`config.mk`:
```
export PLATFORM = sky130hd
export DESIGN_NAME = ls_buffer
export DESIGN_NICKNAME = d
export VERILOG_FILES = /design/src/hw/lsu_pkg.sv /design/src/hw/ls_buffer.sv
export SDC_FILE = /design/constraint.sdc
export NUM_CORES = 2
export LEC_CHECK = 0
export BUFFER_PORTS_ARGS = -buffer_cell sky130_fd_sc_hd__buf_4
export CAP_MARGIN = 20
export CELL_PAD_IN_SITES_DETAIL_PLACEMENT = 2
export CELL_PAD_IN_SITES_GLOBAL_PLACEMENT = 2
export CORE_AREA = 3 3 470 519
export DETAILED_ROUTE_END_ITERATION = 10
export DIE_AREA = 0 0 473 522
export PLACE_DENSITY_LB_ADDON = 0.3
export REMOVE_ABC_BUFFERS = 1
export SYNTH_ARGS = -nofsm -noshare
export SYNTH_HDL_FRONTEND = slang
export SYNTH_SLANG_ARGS = --single-unit
```
`constraint.sdc`:
```
create_clock -name clk -period 9.2 [get_ports clk]
set_clock_uncertainty 0.05 [all_clocks]
set_input_delay 0.92 -clock clk [delete_from_list [all_inputs] [get_ports clk]]
set_output_delay 0.92 -clock clk [all_outputs]
set_load 0.1 [all_outputs]
```
`src/hw/lsu_pkg.sv`:
```
`default_nettype none

package lsu_pkg;

    localparam int TAG_W       = 4;
    localparam int NUM_ENTRIES = 2 ** TAG_W;    // tag 0 is never allocated
    localparam int XLEN        = 32;

    typedef enum logic [2:0] {
        LB,
        LH,
        LW,
        LBU,
        LHU,
        SB,
        SH,
        SW
    } mem_op_t;

    // one new entry from dispatch, written at index tag
    typedef struct packed {
        logic             valid;
        logic [TAG_W-1:0] tag;
        mem_op_t          op;
        logic [XLEN-1:0]  imm;        // sign-extended
        logic [TAG_W-1:0] rs1_tag;    // 0 when rs1_val holds the value
        logic [XLEN-1:0]  rs1_val;
        logic [TAG_W-1:0] rs2_tag;
        logic [XLEN-1:0]  rs2_val;
    } dispatch_t;

    typedef struct packed {
        logic             valid;
        logic [TAG_W-1:0] tag;
        logic [XLEN-1:0]  data;
    } cdb_t;

    typedef struct packed {
        logic             valid;
        logic [TAG_W-1:0] tag;
    } commit_t;

    typedef struct packed {
        logic             valid;
        mem_op_t          op;
        logic [TAG_W-1:0] tag;
        logic [XLEN-1:0]  addr;
        logic [XLEN-1:0]  wdata;    // stores only
    } mem_req_t;

    // same memory word, whole or split into lanes
    typedef union packed {
        logic [XLEN-1:0]  word;
        logic [1:0][15:0] half;
        logic [3:0][7:0]  lane;
    } mem_word_u;

endpackage

`default_nettype wire

```
`src/hw/ls_buffer.sv`:
```
`timescale 1ns/100ps
`default_nettype none

module ls_buffer (
    input  wire                 clk,
    input  wire                 rst,
    input  wire lsu_pkg::dispatch_t dispatch,
    input  wire lsu_pkg::cdb_t      exec_cdb,
    input  wire lsu_pkg::commit_t   commit,
    input  wire lsu_pkg::cdb_t      mem_rsp,
    output lsu_pkg::mem_req_t       mem_req,
    output lsu_pkg::cdb_t           result
);

    localparam int TAG_W       = lsu_pkg::TAG_W;
    localparam int NUM_ENTRIES = lsu_pkg::NUM_ENTRIES;
    localparam int XLEN        = lsu_pkg::XLEN;

    logic [NUM_ENTRIES-1:0] occupied;
    logic [NUM_ENTRIES-1:0] issued;      // load already sent to memory
    logic [NUM_ENTRIES-1:0] is_store;
    logic [NUM_ENTRIES-1:0] rs1_rdy;
    logic [NUM_ENTRIES-1:0] rs2_rdy;

    lsu_pkg::mem_op_t op      [NUM_ENTRIES];
    logic [XLEN-1:0]  imm     [NUM_ENTRIES];
    logic [TAG_W-1:0] rs1_tag [NUM_ENTRIES];
    logic [XLEN-1:0]  rs1_val [NUM_ENTRIES];
    logic [TAG_W-1:0] rs2_tag [NUM_ENTRIES];
    logic [XLEN-1:0]  rs2_val [NUM_ENTRIES];

    logic [NUM_ENTRIES-1:0] eligible;
    logic                   load_found;
    logic [TAG_W-1:0]       load_sel;
    logic [XLEN-1:0]        store_addr;
    logic [XLEN-1:0]        load_addr;

    // pending tag seen on either result bus this cycle
    function automatic logic snoop_hit(input logic [TAG_W-1:0] tag);
        return tag != '0 &&
               ((exec_cdb.valid && exec_cdb.tag == tag) ||
                (result.valid && result.tag == tag));
    endfunction

    function automatic logic [XLEN-1:0] snoop_val(input logic [TAG_W-1:0] tag,
                                                  input logic [XLEN-1:0]  held);
        if (tag != '0 && exec_cdb.valid && exec_cdb.tag == tag) begin
            return exec_cdb.data;
        end
        if (tag != '0 && result.valid && result.tag == tag) begin
            return result.data;
        end
        return held;
    endfunction

    assign eligible   = occupied & rs1_rdy & ~issued & ~is_store;
    assign load_found = |eligible;

    // lowest tag wins
    always_comb begin
        load_sel = '0;
        for (int i = NUM_ENTRIES - 1; i >= 0; i--) begin
            if (eligible[i]) begin
                load_sel = TAG_W'(i);
            end
        end
    end

    assign store_addr = rs1_val[commit.tag] + imm[commit.tag];
    assign load_addr  = rs1_val[load_sel] + imm[load_sel];

    always_ff @(posedge clk) begin
        if (rst) begin
            occupied <= '0;
            issued   <= '0;
        end else begin
            if (commit.valid) begin
                occupied[commit.tag] <= 1'b0;    // store leaves at commit
            end else if (load_found) begin
                issued[load_sel] <= 1'b1;
            end
            if (mem_rsp.valid) begin
                occupied[mem_rsp.tag] <= 1'b0;
                issued[mem_rsp.tag]   <= 1'b0;
            end
            if (dispatch.valid) begin
                occupied[dispatch.tag] <= 1'b1;
                issued[dispatch.tag]   <= 1'b0;
            end
        end
    end

    // operand wakeup, then new entries
    always_ff @(posedge clk) begin
        for (int i = 0; i < NUM_ENTRIES; i++) begin
            if (occupied[i] && !rs1_rdy[i] && snoop_hit(rs1_tag[i])) begin
                rs1_rdy[i] <= 1'b1;
                rs1_val[i] <= snoop_val(rs1_tag[i], rs1_val[i]);
            end
            if (occupied[i] && !rs2_rdy[i] && snoop_hit(rs2_tag[i])) begin
                rs2_rdy[i] <= 1'b1;
                rs2_val[i] <= snoop_val(rs2_tag[i], rs2_val[i]);
            end
        end
        if (dispatch.valid) begin
            is_store[dispatch.tag] <= dispatch.op inside {lsu_pkg::SB, lsu_pkg::SH, lsu_pkg::SW};
            op[dispatch.tag]       <= dispatch.op;
            imm[dispatch.tag]      <= dispatch.imm;
            rs1_tag[dispatch.tag]  <= dispatch.rs1_tag;
            rs2_tag[dispatch.tag]  <= dispatch.rs2_tag;
            // catch a broadcast landing in the dispatch cycle
            rs1_rdy[dispatch.tag]  <= dispatch.rs1_tag == '0 || snoop_hit(dispatch.rs1_tag);
            rs2_rdy[dispatch.tag]  <= dispatch.rs2_tag == '0 || snoop_hit(dispatch.rs2_tag);
            rs1_val[dispatch.tag]  <= snoop_val(dispatch.rs1_tag, dispatch.rs1_val);
            rs2_val[dispatch.tag]  <= snoop_val(dispatch.rs2_tag, dispatch.rs2_val);
        end
    end

    always_ff @(posedge clk) begin
        if (rst) begin
            mem_req.valid <= 1'b0;
        end else if (commit.valid) begin
            mem_req.valid <= 1'b1;
            mem_req.op    <= op[commit.tag];
            mem_req.tag   <= commit.tag;
            mem_req.addr  <= store_addr;
            mem_req.wdata <= rs2_val[commit.tag];
        end else if (load_found) begin
            mem_req.valid <= 1'b1;
            mem_req.op    <= op[load_sel];
            mem_req.tag   <= load_sel;
            mem_req.addr  <= load_addr;
            mem_req.wdata <= '0;
        end else begin
            mem_req.valid <= 1'b0;
        end
    end

    // load broadcast, also fed back to wakeup
    always_ff @(posedge clk) begin
        if (rst) begin
            result.valid <= 1'b0;
        end else begin
            result <= mem_rsp;
        end
    end

endmodule

`default_nettype wire

```
==> metrics.md <==
| Metric | Value |
|---|---|
| Status | complete, no violations |
| Register-to-register setup slack | roughly 1300 ps |
| Input/output buffers | 301 |
| Post-CTS setup repair buffer count | 0 |
| Crit path buf inv count | 2 |
| Crit Path Class | flip-flop to flip-flop |
| Multiplexer share of the synthesized area | 0.202 |
| Via-per-instance ratio | approximately 7 |
| Post-Synth Adder-Cell Area | 0.00743 |
| Required time of the critical path | 9900 ps |
| Syn-to-layout area delta | 10.6% |
| First-pass GRT wire length | around 730,000 um |
| Worst-case headroom to the max-slew limit | 0.177 |
| Count of synthesis-stage warnings from yosys | 0 |
| Core outline area | 0.239 mm2 |
| Fraction of the mapped netlist area in compound gates | 0.0858 |
| Dominant combinational cell family by area after synthesis | multiplexers |
| Post-Synth XOR/XNOR Area | 0.0209 |
| Count of boundary I/O pins | around 300 |
| Overall global routing resource usage | 0.407 |
| Kind of capture point of the worst setup path | flip-flop |
| Pwr Total | 22.0 mW |
| Slowest CP cell | sky130_fd_sc_hd__a21oi_4 |
| Placed Instances | 12.7k |
| Initial DRC count | roughly 12k |
| Antenna violations before repair | 29 |
| Longest individual stage delay on the worst path | 980 ps |
| Vias in the first global route | 101k |
| Post-synth design cell area | about 0.11 mm2 |
| Worst hold stages | 1 |
| Number of design rule violations left after detail routing | 0 |
| Cell variety after synth | 83 |
| Final wirelength | 514,000 um |
| Hold slack final | 132 ps |
| Most Frequent Cell on Critical Path | sky130_fd_sc_hd__nand3_1 |
| Clock latency of the later-clocked register in the worst-skew pair | just over 900 ps |
| Die W | 473 um |
| FFs w/ async S/R, synth | 0 |
| FF+latch count, synth | about 1.9k |
| Leakage Power | roughly 38 nW |
| Startpoint of the tightest hold check path | mem_rsp[20] |
| Proportion of layout cells with a drive suffix above 1 | 0.150 |
| Die extent in y | 522 um |
| Pwr per Cell Area | 181 mW/mm2 |
| Final non-filler cell total | between 10k and 15k |
| Number of sinks driven by the clock tree | 1,901 |
| Rows | 188 |
| Number of instances resized during post-cts repair | 0 |
| Portion of the post-synthesis area used by sequential elements | 0.514 |
| Class of the most critical hold timing path | input port to flip-flop |
| Post-placement setup slack | 1500 ps |
| Crit path launch type | flip-flop |
| Actual slew at the worst max-slew pin | around 1200 ps |
| CTS root buf | sky130_fd_sc_hd__clkbuf_16 |
| Final core area utilization | 0.509 |
| Number of logic stages on the critical path including buffering | 21 |
| FF-to-FF Start | occupied[13]$_SDFF_PP0_ |
| Cell count of the worst reg-to-reg path | 21 |
| TritonCTS clock tree | built |
| GRT overflow | 0 |
| Worst min-delay path endpoint | result[20]$_DFFE_PN_ |
| Vias after detailed routing | 93.8k |
| Cell class contributing the biggest share of worst-path delay | simple AND/OR/NAND/NOR gates |
| Number of levels in the clock H-tree | 4 |
| Post-DP HPWL | 289,000 um |
| Largest voltage drop on the vdd net | 0.000194 V |
| Maximum fanout count along the critical path | 22 |
| Average wire per cell in the routed design | ~39 um |
| Worst-case clock buffer depth | 3 |
| Critical Path, Cell by Cell | nor4bb_1, a211oi_1, o21ai_1, nand2_4, a21oi_4, buf_4, buf_4, nand2_1, nand3_1, a21oi_1, nor4_1, ha_1, o21ai_0, nand2b_1, nand2_1, o31ai_1, nand3_1, and3_1, a211o_1, or4_1, nand3_1 |
| Fraction of the cycle the final worst path needs | 0.861 |
| Fin worst setup slack | 1280 ps |
| Area fraction in and, or, nand and nor cells after synthesis | 0.132 |
| Final setup violation count | 0 |
| Worst path arrival time | 8620 ps |
| CTS clock-pin slew for the worst setup and hold paths | 60 ps |
| Prevailing post-synth register cell | sky130_fd_sc_hd__edfxtp_1 |
| Full die area | 0.247 mm2 |
| Final slew viol count | 0 |
| Number of max-cap violations | 0 |
| Detailed-router iteration count before antenna repair | 8 |
| Final #Nets | 10.1k |
| Remaining antenna violation count | 0 |
| Maximum achievable frequency | 126 MHz |
| EDFF count, synth | 1,835 |
| Cell count after synthesis | 10.1k |
| Crit path time final | 7920 ps |
| CTS buffer count | around 210 |
| Final weighted congestion in routability-driven placement | 0.888 |
| Final number of hold-violating endpoints | 0 |
| Initial core utilization | 0.460 |
| R2r endpoint | mem_req[62]$_DFFE_PP_ |
| Unrepaired setup endpoints after global routing | false |
| Avg Inst Size Synth | about 11 um2 |
| # hold bufs at CTS | 0 |
| Pin count of the biggest net entering global routing | 133 |
==> power breakdown <==
group	internal (mW)	total, mW	switching, mW	leakage, nW
registers	9.76	9.93	0.165	17.2
clock network	4.60	8.45	3.85	3.22
logic	1.10	3.60	2.50	17.3
==> cell families (layout without fill, tap and decap cells) <==
kind of cell | after synthesis | after routing
other | 0 | 16
AO/OA/AOI/OAI | 1770 | 1770
multiplexers | 1593 | 1593
flip-flops | 1901 | 1901
AND/OR/NAND/NOR | 3386 | 3386
XOR/XNOR | 261 | 261
buffers and inverters | 1082 | 1015
adder cells (fa/ha/maj) | 64 | 64
==> stage by stage <==
stage	TNS, ps	cell area, um2
after CTS	0	121000
after global routing	0	121000
final	0	121000
after detailed placement	0	114000
after global placement	0	114000
after floorplan	-390910	106000
==> cell usage in the layout (no fill, tap or decap), drive strengths merged, types with 7 or more instances in the layout <==
cell / synthesis / routed
inv: 35 / 43
edfxtp: 1835 / 1835
nor3: 187 / 187
diode: 0 / 16
nor2b: 45 / 45
clkinv: 1 / 100
a21o: 27 / 27
xnor2: 222 / 222
a311oi: 26 / 26
ha: 62 / 62
nor2: 152 / 152
nand3: 462 / 462
nand2b: 12 / 12
buf: 227 / 589
o21a: 8 / 8
o21ai: 1211 / 1211
and4bb: 10 / 10
a31oi: 25 / 25
dfxtp: 66 / 66
o22ai: 11 / 11
clkbuf: 819 / 269
a211o: 7 / 7
mux2i: 1095 / 1095
o21bai: 11 / 11
nand4: 66 / 66
nor4: 69 / 69
or4: 9 / 9
a21oi: 372 / 372
o221ai: 20 / 20
nand2: 2274 / 2274
and3: 29 / 29
bufinv: 0 / 11
and2: 35 / 35
xor2: 39 / 39
mux4: 495 / 495
a211oi: 10 / 10
==> flip-flops by register name, indices dropped and copies added, names as in the netlist <==
signal,flops
rs2_rdy,16
occupied,16
rs1_rdy,16
is_store,16
op,48
result,37
rs1_tag,64
mem_req,72
rs1_val,512
rs2_val,512
rs2_tag,64
imm,512
issued,16
==> worst max-delay path by stage <==
| stage | from | to |
|---|---|---|
| after CTS | occupied[13]$_SDFF_PP0_ | mem_req[62]$_DFFE_PP_ |
| after global placement | occupied[13]$_SDFF_PP0_ | mem_req[62]$_DFFE_PP_ |
| final | occupied[13]$_SDFF_PP0_ | mem_req[62]$_DFFE_PP_ |
| after floorplan | is_store[2]$_DFFE_PP_ | mem_req[56]$_DFFE_PP_ |
| after global routing | occupied[0]$_SDFF_PP0_ | mem_req[62]$_DFFE_PP_ |
| after detailed placement | occupied[13]$_SDFF_PP0_ | mem_req[62]$_DFFE_PP_ |
==> metal layers <==
layer / part of all wire / vias up / track usage
met5: 0.00027 / - / 0
met4: 0.084 / 20 / 0.297
met3: 0.096 / 2249 / 0.0759
met2: 0.47 / 6657 / 0.661
met1: 0.35 / 48400 / 0.487
li1: - / 36500 / -
==> worst register-to-register path: cells and delay by family, from the launching register on <==
kind                     cells  cell delay, ps
AO/OA/AOI/OAI                7            3060
adder cells (fa/ha/maj)      1             330
buffers and inverters        2             790
flip-flops                   1             410
AND/OR/NAND/NOR             11            3130
==> cells in the mapped netlist, types with 20 or more instances <==
master,n,area share
sky130_fd_sc_hd__and2_1,35,0.0020
sky130_fd_sc_hd__nand3_1,462,0.021
sky130_fd_sc_hd__nand4_1,66,0.0038
sky130_fd_sc_hd__buf_1,138,0.0047
sky130_fd_sc_hd__nor3_1,187,0.0085
sky130_fd_sc_hd__buf_2,88,0.0040
sky130_fd_sc_hd__clkbuf_1,819,0.028
sky130_fd_sc_hd__o221ai_1,20,0.0016
sky130_fd_sc_hd__nor2_1,151,0.0052
sky130_fd_sc_hd__xor2_1,39,0.0031
sky130_fd_sc_hd__a21o_1,27,0.0018
sky130_fd_sc_hd__dfxtp_1,66,0.012
sky130_fd_sc_hd__edfxtp_1,1835,0.50
sky130_fd_sc_hd__inv_1,35,0.0012
sky130_fd_sc_hd__a311oi_1,26,0.0021
sky130_fd_sc_hd__o21ai_0,1134,0.052
sky130_fd_sc_hd__xnor2_1,221,0.018
sky130_fd_sc_hd__and3_1,29,0.0017
sky130_fd_sc_hd__mux4_2,495,0.10
sky130_fd_sc_hd__mux2i_1,1095,0.10
sky130_fd_sc_hd__o21ai_1,77,0.0035
sky130_fd_sc_hd__a31oi_1,25,0.0014
sky130_fd_sc_hd__ha_1,62,0.0071
sky130_fd_sc_hd__nand2_1,2274,0.078
sky130_fd_sc_hd__nor4_1,67,0.0038
sky130_fd_sc_hd__a21oi_1,372,0.017
sky130_fd_sc_hd__nor2b_1,45,0.0026
==> cell type report <==
class	count	area, um2
Sequential cell	1901	56400
Clock buffer	266	5580
Tap cell	3135	3920
Timing Repair Buffer	592	4680
Inverter	36	255
Multi-Input combinational cell	7074	49500
Fill cell	23100	117000
Clock inverter	121	983
Antenna cell	16	40.0
Note: power is estimated with default switching activity, not from simulation.
